### src/htPreamblePkg.sv
// HT preamble shared definitions.
// Sample format and preamble length constants.
`default_nettype none

package htPreamblePkg;

  localparam int sampleWidth  = 16;
  localparam int romAddrWidth = 7;
  localparam int symbolLength = 80;
  localparam int stfPeriod    = 16;

  // bit k set means LTF symbol k is sent negated (P-matrix row 0).
  localparam logic [3:0] ltfSign = 4'b0010;

  // one complex sample with i in the upper half of the ROM word.
  typedef struct packed {
    logic signed [sampleWidth-1:0] i;
    logic signed [sampleWidth-1:0] q;
  } iqSample_t;

endpackage

`default_nettype wire

### src/htStfRom.sv
// HT-STF sample table.
// One 16-sample period of the short training field, same Q format as the LTF table.
`timescale 1ns/1ps
`default_nettype none

module htStfRom (
  input  wire [$clog2(htPreamblePkg::stfPeriod)-1:0] addr,
  output htPreamblePkg::iqSample_t                    dout
);

  // period repeats every 16 samples, so the low index bits address it directly.
  always_comb begin
    case (addr)
      4'd0:    dout = 32'h02F202F2;
      4'd1:    dout = 32'hF78D0021;
      4'd2:    dout = 32'hFF2BFAF2;
      4'd3:    dout = 32'h0927FF2B;
      4'd4:    dout = 32'h05E30000;
      4'd5:    dout = 32'h0927FF2B;
      4'd6:    dout = 32'hFF2BFAF2;
      4'd7:    dout = 32'hF78D0021;
      4'd8:    dout = 32'h02F202F2;
      4'd9:    dout = 32'h0021F78D;
      4'd10:   dout = 32'hFAF2FF2B;
      4'd11:   dout = 32'hFF2B0927;
      4'd12:   dout = 32'h000005E3;
      4'd13:   dout = 32'hFF2B0927;
      4'd14:   dout = 32'hFAF2FF2B;
      4'd15:   dout = 32'h0021F78D;
      default: dout = 32'h00000000;
    endcase
  end

endmodule

`default_nettype wire

### src/htLtfRom.sv
// HT-LTF sample table.
// 80 samples of the long training symbol; entries 64..79 repeat entries 0..15.
`timescale 1ns/1ps
`default_nettype none

module htLtfRom (
  input  wire [htPreamblePkg::romAddrWidth-1:0] addr,
  output htPreamblePkg::iqSample_t              dout
);

  always_comb begin
    case (addr)
      7'd0:    dout = 32'h08000400;
      7'd1:    dout = 32'h0F430285;
      7'd2:    dout = 32'hFD1FEC0B;
      7'd3:    dout = 32'h0782FE9C;
      7'd4:    dout = 32'h03220D06;
      7'd5:    dout = 32'hEE7DFF47;
      7'd6:    dout = 32'h00201579;
      7'd7:    dout = 32'h06D4FA1F;
      7'd8:    dout = 32'h0C7C0624;
      7'd9:    dout = 32'hFB180DF6;
      7'd10:   dout = 32'hF1430374;
      7'd11:   dout = 32'h07A81176;
      7'd12:   dout = 32'h02B4F4BC;
      7'd13:   dout = 32'h0C65FD14;
      7'd14:   dout = 32'h05170813;
      7'd15:   dout = 32'hFF5812D1;
      7'd16:   dout = 32'h14000000;
      7'd17:   dout = 32'hFF58ED2F;
      7'd18:   dout = 32'h0517F7ED;
      7'd19:   dout = 32'h0C6502EC;
      7'd20:   dout = 32'h02B40B44;
      7'd21:   dout = 32'h07A8EE8A;
      7'd22:   dout = 32'hF143FC8C;
      7'd23:   dout = 32'hFB18F20A;
      7'd24:   dout = 32'h0C7CF9DC;
      7'd25:   dout = 32'h06D405E1;
      7'd26:   dout = 32'h0020EA87;
      7'd27:   dout = 32'hEE7D00B9;
      7'd28:   dout = 32'h0322F2FA;
      7'd29:   dout = 32'h07820164;
      7'd30:   dout = 32'hFD1F13F5;
      7'd31:   dout = 32'h0F43FD7B;
      7'd32:   dout = 32'h0800FC00;
      7'd33:   dout = 32'h04BA0788;
      7'd34:   dout = 32'hF8AD0A15;
      7'd35:   dout = 32'hEF330443;
      7'd36:   dout = 32'h0A860E4A;
      7'd37:   dout = 32'h08E70134;
      7'd38:   dout = 32'hF848094F;
      7'd39:   dout = 32'hF8C6FF82;
      7'd40:   dout = 32'hFB84E9DC;
      7'd41:   dout = 32'hF0660092;
      7'd42:   dout = 32'hEFB4FB54;
      7'd43:   dout = 32'h099CF7AE;
      7'd44:   dout = 32'hFFA40694;
      7'd45:   dout = 32'hF43D0E74;
      7'd46:   dout = 32'h0BBD0E0D;
      7'd47:   dout = 32'h01930C23;
      7'd48:   dout = 32'hEC000000;
      7'd49:   dout = 32'h0193F3DD;
      7'd50:   dout = 32'h0BBDF1F3;
      7'd51:   dout = 32'hF43DF18C;
      7'd52:   dout = 32'hFFA4F96C;
      7'd53:   dout = 32'h099C0852;
      7'd54:   dout = 32'hEFB404AC;
      7'd55:   dout = 32'hF066FF6E;
      7'd56:   dout = 32'hFB841624;
      7'd57:   dout = 32'hF8C6007E;
      7'd58:   dout = 32'hF848F6B1;
      7'd59:   dout = 32'h08E7FECC;
      7'd60:   dout = 32'h0A86F1B6;
      7'd61:   dout = 32'hEF33FBBD;
      7'd62:   dout = 32'hF8ADF5EB;
      7'd63:   dout = 32'h04BAF878;
      // repeated head of the symbol.
      7'd64:   dout = 32'h08000400;
      7'd65:   dout = 32'h0F430285;
      7'd66:   dout = 32'hFD1FEC0B;
      7'd67:   dout = 32'h0782FE9C;
      7'd68:   dout = 32'h03220D06;
      7'd69:   dout = 32'hEE7DFF47;
      7'd70:   dout = 32'h00201579;
      7'd71:   dout = 32'h06D4FA1F;
      7'd72:   dout = 32'h0C7C0624;
      7'd73:   dout = 32'hFB180DF6;
      7'd74:   dout = 32'hF1430374;
      7'd75:   dout = 32'h07A81176;
      7'd76:   dout = 32'h02B4F4BC;
      7'd77:   dout = 32'h0C65FD14;
      7'd78:   dout = 32'h05170813;
      7'd79:   dout = 32'hFF5812D1;
      default: dout = 32'h00000000;
    endcase
  end

endmodule

`default_nettype wire

### src/preambleSequencer.sv
// HT preamble sequencer.
// Walks one STF symbol and numLtf LTF symbols, applies the P-matrix sign
// and registers one sample per sampleEn.
`timescale 1ns/1ps
`default_nettype none

module preambleSequencer #(
  parameter int numLtf = 2
) (
  input  wire                                   clk,
  input  wire                                   arstN,
  input  wire                                   start,
  input  wire                                   sampleEn,
  input  wire htPreamblePkg::iqSample_t         stfWord,
  input  wire htPreamblePkg::iqSample_t         ltfWord,
  output logic [htPreamblePkg::romAddrWidth-1:0] romAddr,
  output htPreamblePkg::iqSample_t              seqSample,
  output logic                                  seqValid,
  output logic                                  lastSample
);

  localparam int lastIdx = htPreamblePkg::symbolLength - 1;
  localparam int lastLtf = numLtf - 1;

  typedef enum logic [1:0] {
    PhIdle,
    PhStf,
    PhLtf
  } phase_t;

  phase_t                                 phase;
  logic [htPreamblePkg::romAddrWidth-1:0] idx;
  logic [1:0]                             ltfCnt;
  logic                                   accept;
  logic                                   idxWrap;
  logic                                   lastOfBurst;
  logic                                   negate;
  htPreamblePkg::iqSample_t               picked;
  htPreamblePkg::iqSample_t               signedWord;

  // ********************************************************************
  // sample path
  // ********************************************************************

  assign romAddr     = idx;
  assign accept      = (phase != PhIdle) && sampleEn;
  assign idxWrap     = idx == lastIdx[htPreamblePkg::romAddrWidth-1:0];
  assign lastOfBurst = (phase == PhLtf) && idxWrap && (ltfCnt == lastLtf[1:0]);
  assign negate      = (phase == PhLtf) && htPreamblePkg::ltfSign[ltfCnt];
  assign picked      = (phase == PhLtf) ? ltfWord : stfWord;

  // minus rows of P flip both components.
  always_comb begin
    signedWord.i = negate ? -picked.i : picked.i;
    signedWord.q = negate ? -picked.q : picked.q;
  end

  always_ff @(posedge clk) begin
    if (accept) begin
      seqSample <= signedWord;
    end
  end

  // ********************************************************************
  // phase and index control
  // ********************************************************************

  always_ff @(posedge clk or negedge arstN) begin
    if (!arstN) begin
      phase      <= PhIdle;
      idx        <= '0;
      ltfCnt     <= '0;
      seqValid   <= 1'b0;
      lastSample <= 1'b0;
    end else begin
      seqValid   <= accept;
      lastSample <= accept && lastOfBurst;
      if (phase == PhIdle) begin
        // start is only honoured between bursts.
        if (start) begin
          phase  <= PhStf;
          idx    <= '0;
          ltfCnt <= '0;
        end
      end else if (sampleEn) begin
        if (!idxWrap) begin
          idx <= idx + 1'b1;
        end else begin
          idx <= '0;
          if (phase == PhStf) begin
            phase <= PhLtf;
          end else if (ltfCnt == lastLtf[1:0]) begin
            phase <= PhIdle;
          end else begin
            ltfCnt <= ltfCnt + 1'b1;
          end
        end
      end
    end
  end

  // ********************************************************************
  // checks
  // ********************************************************************

  ltfCntRange: assert property (@(posedge clk) disable iff (!arstN)
    (phase != PhIdle) |-> (ltfCnt < numLtf));

  idxRange: assert property (@(posedge clk) disable iff (!arstN)
    idx < htPreamblePkg::symbolLength);

  // a valid may rise in idle only for the final sample of a burst.
  validFromActive: assert property (@(posedge clk) disable iff (!arstN)
    ($rose(seqValid) && (phase == PhIdle)) |-> lastSample);

endmodule

`default_nettype wire

### src/sampleGain.sv
// Output gain stage.
// Shifts I and Q left by gainShift, saturates to 16 bits and registers them.
`timescale 1ns/1ps
`default_nettype none

module sampleGain (
  input  wire                           clk,
  input  wire                           arstN,
  input  wire [1:0]                     gainShift,
  input  wire htPreamblePkg::iqSample_t inSample,
  input  wire                           inValid,
  input  wire                           inLast,
  output htPreamblePkg::iqSample_t      sample,
  output logic                          sampleValid,
  output logic                          burstDone
);

  // three guard bits cover the largest shift.
  localparam int wideWidth = htPreamblePkg::sampleWidth + 3;
  localparam logic signed [wideWidth-1:0] posLimit = (2 ** (htPreamblePkg::sampleWidth - 1)) - 1;
  localparam logic signed [wideWidth-1:0] negLimit = -(2 ** (htPreamblePkg::sampleWidth - 1));

  function automatic logic signed [htPreamblePkg::sampleWidth-1:0] shiftSat(
    input logic signed [htPreamblePkg::sampleWidth-1:0] x,
    input logic [1:0]                                   sh
  );
    logic signed [wideWidth-1:0] wide;
    wide = x;
    wide = wide <<< sh;
    if (wide > posLimit) begin
      return posLimit[htPreamblePkg::sampleWidth-1:0];
    end else if (wide < negLimit) begin
      return negLimit[htPreamblePkg::sampleWidth-1:0];
    end
    return wide[htPreamblePkg::sampleWidth-1:0];
  endfunction

  always_ff @(posedge clk or negedge arstN) begin
    if (!arstN) begin
      sample      <= '0;
      sampleValid <= 1'b0;
      burstDone   <= 1'b0;
    end else begin
      sampleValid <= inValid;
      burstDone   <= inLast;
      if (inValid) begin
        sample.i <= shiftSat(inSample.i, gainShift);
        sample.q <= shiftSat(inSample.q, gainShift);
      end
    end
  end

  // the sequencer must flag last only on a valid sample.
  doneWithValid: assert property (@(posedge clk) disable iff (!arstN)
    burstDone |-> sampleValid);

endmodule

`default_nettype wire

### src/htPreambleTop.sv
// HT preamble generator top level.
// Sample tables, sequencer and output gain stage.
`timescale 1ns/1ps
`default_nettype none

module htPreambleTop #(
  parameter int numLtf = 2
) (
  input  wire                      clk,
  input  wire                      arstN,
  input  wire                      start,
  input  wire                      sampleEn,
  input  wire [1:0]                gainShift,
  output htPreamblePkg::iqSample_t sample,
  output logic                     sampleValid,
  output logic                     burstDone
);

  logic [htPreamblePkg::romAddrWidth-1:0] romAddr;
  htPreamblePkg::iqSample_t               stfWord;
  htPreamblePkg::iqSample_t               ltfWord;
  htPreamblePkg::iqSample_t               seqSample;
  logic                                   seqValid;
  logic                                   lastSample;

  // STF table sees the index modulo the period.
  htStfRom uStfRom (
    .addr (romAddr[$clog2(htPreamblePkg::stfPeriod)-1:0]),
    .dout (stfWord)
  );

  htLtfRom uLtfRom (
    .addr (romAddr),
    .dout (ltfWord)
  );

  preambleSequencer #(
    .numLtf (numLtf)
  ) uSequencer (
    .clk        (clk),
    .arstN      (arstN),
    .start      (start),
    .sampleEn   (sampleEn),
    .stfWord    (stfWord),
    .ltfWord    (ltfWord),
    .romAddr    (romAddr),
    .seqSample  (seqSample),
    .seqValid   (seqValid),
    .lastSample (lastSample)
  );

  sampleGain uGain (
    .clk         (clk),
    .arstN       (arstN),
    .gainShift   (gainShift),
    .inSample    (seqSample),
    .inValid     (seqValid),
    .inLast      (lastSample),
    .sample      (sample),
    .sampleValid (sampleValid),
    .burstDone   (burstDone)
  );

endmodule

`default_nettype wire

### config.mk
export PLATFORM = sky130hd
export DESIGN_NAME = htPreambleTop
export DESIGN_NICKNAME = d
export VERILOG_FILES = /design/src/htPreamblePkg.sv /design/src/htStfRom.sv /design/src/htLtfRom.sv /design/src/preambleSequencer.sv /design/src/sampleGain.sv /design/src/htPreambleTop.sv
export SDC_FILE = /design/constraint.sdc
export NUM_CORES = 1
export LEC_CHECK = 0
export BUFFER_PORTS_ARGS = -buffer_cell sky130_fd_sc_hd__buf_2
export CAP_MARGIN = 30
export CORE_MARGIN = 3
export CORE_UTILIZATION = 24
export CTS_CLUSTER_DIAMETER = 50
export DETAILED_ROUTE_END_ITERATION = 8
export GPL_TIMING_DRIVEN = 0
export PLACE_DENSITY = 0.45
export SYNTH_ARGS = -nofsm -noshare
export SYNTH_HDL_FRONTEND = slang
export SYNTH_MEMORY_MAX_BITS = 65536
export SYNTH_SLANG_ARGS = --single-unit
### constraint.sdc
create_clock -name clk -period 5.58 [get_ports clk]
set_clock_uncertainty 0.2 [all_clocks]
set_input_delay 1.116 -clock clk [delete_from_list [all_inputs] [get_ports clk]]
set_output_delay 1.116 -clock clk [all_outputs]
set_load 0.005 [all_outputs]
==> flow_summary.json, run 1 <==
{
  "run_status": "finished clean",
  "ys.warnings.count": 0,
  "die_y_um": 186.2,
  "worstSetupStartpointType": "flop",
  "synth_ff_type": "dfrtp_1",
  "wl_per_cell_um": 26.94,
  "rsz0062_at_grt": "no",
  "grt_pass1_wl_um": 54940,
  "postRouteAntennaNets": 0,
  "finalPower_mw": 6.258,
  "cts-root-buf": "clkbuf_16",
  "drive_gt1_frac": 0.1617,
  "cap_violations": 0,
  "placed_cells": 1402,
  "pin_count": 40,
  "synth-edff-count": 32,
  "placed_area_um2": 8557,
  "grt_pass1_vias": 7822,
  "path_max_fanout": 10,
  "drtPass1Iterations": 6,
  "cp-startpoint": "uSequencer.romAddr[1]$_DFFE_PN0P_",
  "syn_inst": 927,
  "design_area_um2": 8870,
  "async_flop_share": 0.5949,
  "synth_compound_gate_area_share": 0.2657,
  "min_path_type": "reg -> reg",
  "overflow": 0,
  "met3_usage": 0.04376,
  "initial_core_util": 0.2450,
  "max_freq_ghz": 0.1822,
  "synthAdderAreaFrac": 0.04176,
  "synth_xor_xnor_area_share": 0.02698,
  "die-area_um2": 34660,
  "syn_area_um2": 7790,
  "grt_max_degree": 36,
  "clkTransAtPathRegs_ns": 0.06,
  "power_density_nw_per_um2": 705.5,
  "num_vias": 8241,
  "cts.sinks": 79,
  "layoutNonFillerInstCount": 1419,
  "clk_path_buf_depth": 2,
  "synth_seq_cells": 79,
  "leakage_nw": 3.330,
  "tritoncts": "built",
  "syn_to_final_growth_pct": 13.86,
  "cp.required_ns": 5.46,
  "arrival_ns": 5.36,
  "setup_viol": 0,
  "tns_ns": 0,
  "die_width_um": 186.2,
  "grt_use_total": 0.2181,
  "critPathKind": "reg -> reg",
  "cts_resized": 0,
  "synth.area.mux_share": 0.08705,
  "grt.met2_usage": 0.3282,
  "hold_buffers": 0,
  "worstSetupEndpointType": "flop",
  "synth_cell_types": 90,
  "slew-limit-headroom": 0.3036,
  "timing.rr.start": "uSequencer.romAddr[1]$_DFFE_PN0P_",
  "gp_congestion": 1.058,
  "vdd_drop_max_uv": 222.4,
  "clock_latency_ns": 0.34,
  "port_buffers": 39,
  "hp-start": "uSequencer.lastSample$_DFF_PN0_",
  "core_um2": 31800,
  "synth_nets": 959,
  "postCtsSetupBuffers": 0,
  "hold_ws_ns": 0.1479,
  "htreeDepth": 3,
  "syn_area_per_cell_um2": 8.403,
  "hold_viol_final": 0,
  "period_needed_ns": 5.489,
  "seq_area_frac_synth": 0.2743,
  "fin_crit_sh": 0.9837,
  "drc": 0,
  "rows": 65,
  "drt-total-wl_um": 38220,
  "cts_buffers": 9,
  "drt-initial-drc-count": 1085,
  "yosys.area_share.simple": 0.2327,
  "use_met1": 0.2814,
  "synth_top_family_by_area": "compound AO/OA/AOI/OAI gates",
  "avgViaCountPerCell": 5.808,
  "hpwlAfterDp_um": 28950,
  "fin_nets": 1010,
  "worst_pin_slew_ns": 1.031,
  "antenna_found_initial": 0,
  "grt-busiest-layer": "met2",
  "slew_viol_final": 0
}
==> area by class of cell <==
class                   instances  area [um2]
fillers                      3504       22930
multi-input cells             741        5104
flip-flops and latches         79        2137
well taps                     435       544.3
plain buffers                  87       481.7
clock buffers                  11       275.3
repair buffers                 40       215.2
inverters                      20       75.07
clock inverters                 5       35.03
diodes                          1       2.502
==> registers in the layout, indices dropped and copies added, names as in the netlist <==
name	cells
uGain.sample	32
uSequencer.seqSample	32
uGain.sampleValid	1
uSequencer.ltfCnt	2
uSequencer.phase	2
uSequencer.lastSample	1
uSequencer.romAddr	7
uGain.burstDone	1
uSequencer.seqValid	1
==> cell families (layout without fill, tap and decap cells) <==
logic type | count (synthesis) | after routing
simple gates | 356 | 356
compound gates | 298 | 298
buf+inv | 107 | 163
flops | 79 | 79
mux | 37 | 37
fa+ha+maj | 26 | 26
xor+xnor | 24 | 24
other cells | 0 | 1
==> synth_stat cells, drive strengths merged (8+ instances only) <==
cell type,number,area share
nand2,98,0.048
o21ai,73,0.047
a21oi,59,0.038
nand3,58,0.037
nor2,54,0.027
buf,50,0.044
nand2b,48,0.039
dfrtp,47,0.15
clkbuf,37,0.018
edfxtp,32,0.12
nor3,28,0.019
ha,26,0.042
mux4,24,0.069
nor2b,20,0.017
inv,19,0.0092
o211ai,18,0.017
a31oi,17,0.014
o31ai,15,0.015
and2,13,0.010
xnor2,13,0.015
a211oi,11,0.012
xor2,11,0.012
o311ai,9,0.010
a311oi,8,0.0090
nor4,8,0.0084
o21a,8,0.0077
o311a,8,0.010
or2,8,0.0067
==> worst max-delay path: stages (launching register included) <==
cell	delay [ns]
dfrtp_1	0.54
buf_2	0.30
buf_1	0.31
inv_1	0.49
ha_1	0.46
nor2b_1	0.87
o311a_1	0.27
nor4_1	0.06
a211oi_2	0.54
or4b_4	0.58
or2_4	0.29
o31ai_2	0.20
nand2_1	0.10
==> power by group <==
part	internal, mW	switching (mW)
clock	0.357	0.243
sequential	0.991	0.256
combinational	1.49	2.92
==> cell usage in the layout, fill, tap and decap left out, types with 6 or more instances in the layout <==
master and instances:
a211oi_1 9, xor2_1 11, nor2_1 50, a31oi_1 17, edfxtp_1 32, buf_1 7
a311oi_1 8, o311a_1 8, mux2i_1 7, clkbuf_16 11, nand2_1 97, o22ai_1 7
ha_1 26, o21ai_1 6, nor2b_1 17, nand2b_1 48, buf_4 8, o21ai_0 66
a21oi_1 59, xnor2_1 13, o21a_1 8, nor4_1 7, mux4_2 24, o31a_1 7
buf_2 63, and2_1 13, nand3_1 58, o311ai_0 9, inv_1 16, o31ai_1 14
mux2_2 6, dfrtp_1 47, nor3_1 27, o211ai_1 18, clkbuf_1 37, buf_6 9
==> worst paths after layout <==
path	endpoint	slack, ns	depth (start not counted)
max	uSequencer.seqSample[31]$_DFFE_PP_	0.09	12
min	uGain.burstDone$_DFF_PN0_	0.15	0
max reg2reg	uSequencer.seqSample[31]$_DFFE_PP_	0.09	12
min reg2reg	uGain.burstDone$_DFF_PN0_	0.15	0
max in group asynchronous	uGain.sample[19]$_DFFE_PN0P_	4.20	2
min in group asynchronous	uSequencer.ltfCnt[0]$_DFFE_PN0P_	0.48	1
==> through the flow <==
stage          worst slack [ns]    util
2_1_floorplan             1.720       -
3_3_place_gp            0.07624  0.2682
3_5_place_dp             0.2432  0.2691
4_1_cts                  0.2267  0.2789
5_1_grt                0.003658  0.2789
6_report                0.09111  0.2789
==> layer usage <==
metal	vias up	share of wire
li1	3585	-
met1	3905	0.40
met2	549	0.42
met3	202	0.095
met4	0	0.082
met5	-	0
Power figures use the tool's default switching activity.
==> run 2: changes to the inputs <==
Settings changed: BUFFER_PORTS_ARGS -buffer_cell sky130_fd_sc_hd__buf_2 to -buffer_cell sky130_fd_sc_hd__buf_4.
==> flow_summary.json, run 2 (same netlist as run 1, synthesis figures left out) <==
{
  "run_status": "finished clean",
  "drc": 0,
  "layoutNonFillerInstCount": 1416,
  "pin_count": 40,
  "fin_nets": 1008,
  "cts.sinks": 79,
  "clock_latency_ns": 0.34,
  "cts_resized": 0,
  "fillers": 3468,
  "grt_pass1_wl_um": 59550,
  "placed_cells": 1401,
  "port_buffers": 39,
  "worst_pin_slew_ns": 1.068,
  "drive_gt1_frac": 0.1611,
  "tns_ns": 0,
  "period_needed_ns": 5.095,
  "vdd_drop_max_uv": 238.2,
  "most-common-layout-cells": "97 x nand2_1, 66 x o21ai_0, 59 x a21oi_1",
  "die_width_um": 186.2,
  "clk_path_buf_depth": 2,
  "max_freq_ghz": 0.1963,
  "min_path_cells": 0,
  "initial_core_util": 0.2450,
  "worstSetupStartpointType": "flop",
  "drt-total-wl_um": 41450,
  "die-area_um2": 34660,
  "cts-root-buf": "clkbuf_16",
  "reg2reg_depth": 11,
  "p_comb_frac": 0.713,
  "grt_use_total": 0.2382,
  "cap_violations": 0,
  "slew-limit-headroom": 0.2787,
  "clkTransAtPathRegs_ns": 0.06,
  "setup_viol": 0,
  "hpwlAfterDp_um": 31360,
  "avgViaCountPerCell": 5.816,
  "rows": 65,
  "fin_util": 0.2815,
  "multi_input_area_um2": 5111,
  "critPathKind": "reg -> reg",
  "wl_per_cell_um": 29.27,
  "postCtsSetupBuffers": 0,
  "hold_viol_final": 0,
  "worstHoldEndpoint": "uGain.burstDone$_DFF_PN0_",
  "cp.required_ns": 5.47,
  "timing.rr.start": "uSequencer.romAddr[1]$_DFFE_PN0P_",
  "num_antenna_cells": 0,
  "gp_congestion": 1.004,
  "path_max_fanout": 19,
  "slew_viol_final": 0,
  "htreeDepth": 3,
  "final_common_cell": "nand2_1",
  "syn_to_final_growth_pct": 14.92,
  "p_seq_frac": 0.192,
  "die_y_um": 186.2,
  "fin_crit_sh": 0.9131,
  "core_um2": 31800,
  "power_density_nw_per_um2": 721.7,
  "overflow": 0,
  "drtPass1Iterations": 6,
  "grt_max_degree": 48,
  "rrSetupSlack_ns": 0.49,
  "p_switching_mw": 3.528,
  "worstSetupEndpointType": "flop",
  "hp-start": "uSequencer.lastSample$_DFF_PN0_",
  "tritoncts": "built",
  "hold_buffers": 0,
  "drt-initial-drc-count": 1143,
  "swShare": 0.5460,
  "clkPwrFrac": 0.095,
  "intPower_mw": 2.933,
  "postRouteAntennaNets": 0,
  "r2r_end": "uSequencer.seqSample[15]$_DFFE_PP_",
  "grt_pass1_vias": 8169,
  "cts_buffers": 9,
  "rsz0062_at_grt": "no",
  "num_vias": 8236,
  "arrival_ns": 4.98,
  "leakage_nw": 3.363,
  "min_path_type": "reg -> reg",
  "register_area_um2": 2137,
  "antenna_found_initial": 0
}
## run 2: final cells by class
cell class / instances / area share
Tap cell: 435 / 0.06080
Timing Repair Buffer: 39 / 0.03270
Buffer: 86 / 0.05367
Clock buffer: 14 / 0.03075
Inverter: 20 / 0.008386
Multi-Input combinational cell: 741 / 0.5709
Sequential cell: 79 / 0.2387
Clock inverter: 2 / 0.004053
## run 2: worst max path at each step
stage	depth (start not counted)	to	slack (ns)	from
finish	11	uSequencer.seqSample[15]$_DFFE_PP_	0.49	uSequencer.romAddr[1]$_DFFE_PN0P_
floorplan	12	uSequencer.seqSample[29]$_DFFE_PP_	1.72	uSequencer.romAddr[1]$_DFFE_PN0P_
CTS	12	uSequencer.seqSample[29]$_DFFE_PP_	0.13	uSequencer.romAddr[1]$_DFFE_PN0P_
global route	11	uSequencer.seqSample[27]$_DFFE_PP_	0.27	uSequencer.romAddr[1]$_DFFE_PN0P_
detailed placement	13	uSequencer.seqSample[8]$_DFFE_PP_	0.16	uSequencer.romAddr[1]$_DFFE_PN0P_
global placement	12	uSequencer.seqSample[29]$_DFFE_PP_	-0.03	uSequencer.romAddr[1]$_DFFE_PN0P_
## run 2: power groups by stage
stage	registers, mW	logic, mW	clock network [mW]
finish	1.24	4.60	0.614
global route	1.28	4.84	0.660
global placement	1.25	4.55	0
floorplan	1.17	2.73	0
detailed placement	1.25	4.43	0
CTS	1.24	4.45	0.638
## run 2: per-layer routing
metal  routed length, um  up-vias  GRT usage
li1                    -     3586          -
met1               16790     3968     0.2998
met2               18380      512     0.3784
met3                3342      170    0.04609
met4                2937        0     0.1451
met5                   0        -          0
## run 2: per-stage QoR
step | setup slack (ns) | hold WS, ns | area (um2) | power, mW
after CTS | 0.1325 | 0.1542 | 8946 | 6.327
after global placement | -0.02689 | 0.1328 | 8627 | 5.800
after detailed placement | 0.1555 | 0.1412 | 8635 | 5.682
after global routing | 0.2709 | 0.1647 | 8952 | 6.781
final | 0.4851 | 0.1516 | 8952 | 6.461
after floorplan | 1.720 | 0.1312 | 7790 | 3.905
## run 2: critical path, cell delays in order (launching register included)
cell and delay, ns:
dfrtp_1 0.59, buf_2 0.49, inv_1 0.41, ha_1 0.55, nor2_1 0.76, a211oi_1 0.12
a311oi_1 0.40, o32ai_1 0.28, nor3_1 0.42, and3_1 0.30, inv_2 0.05, o31a_1 0.23
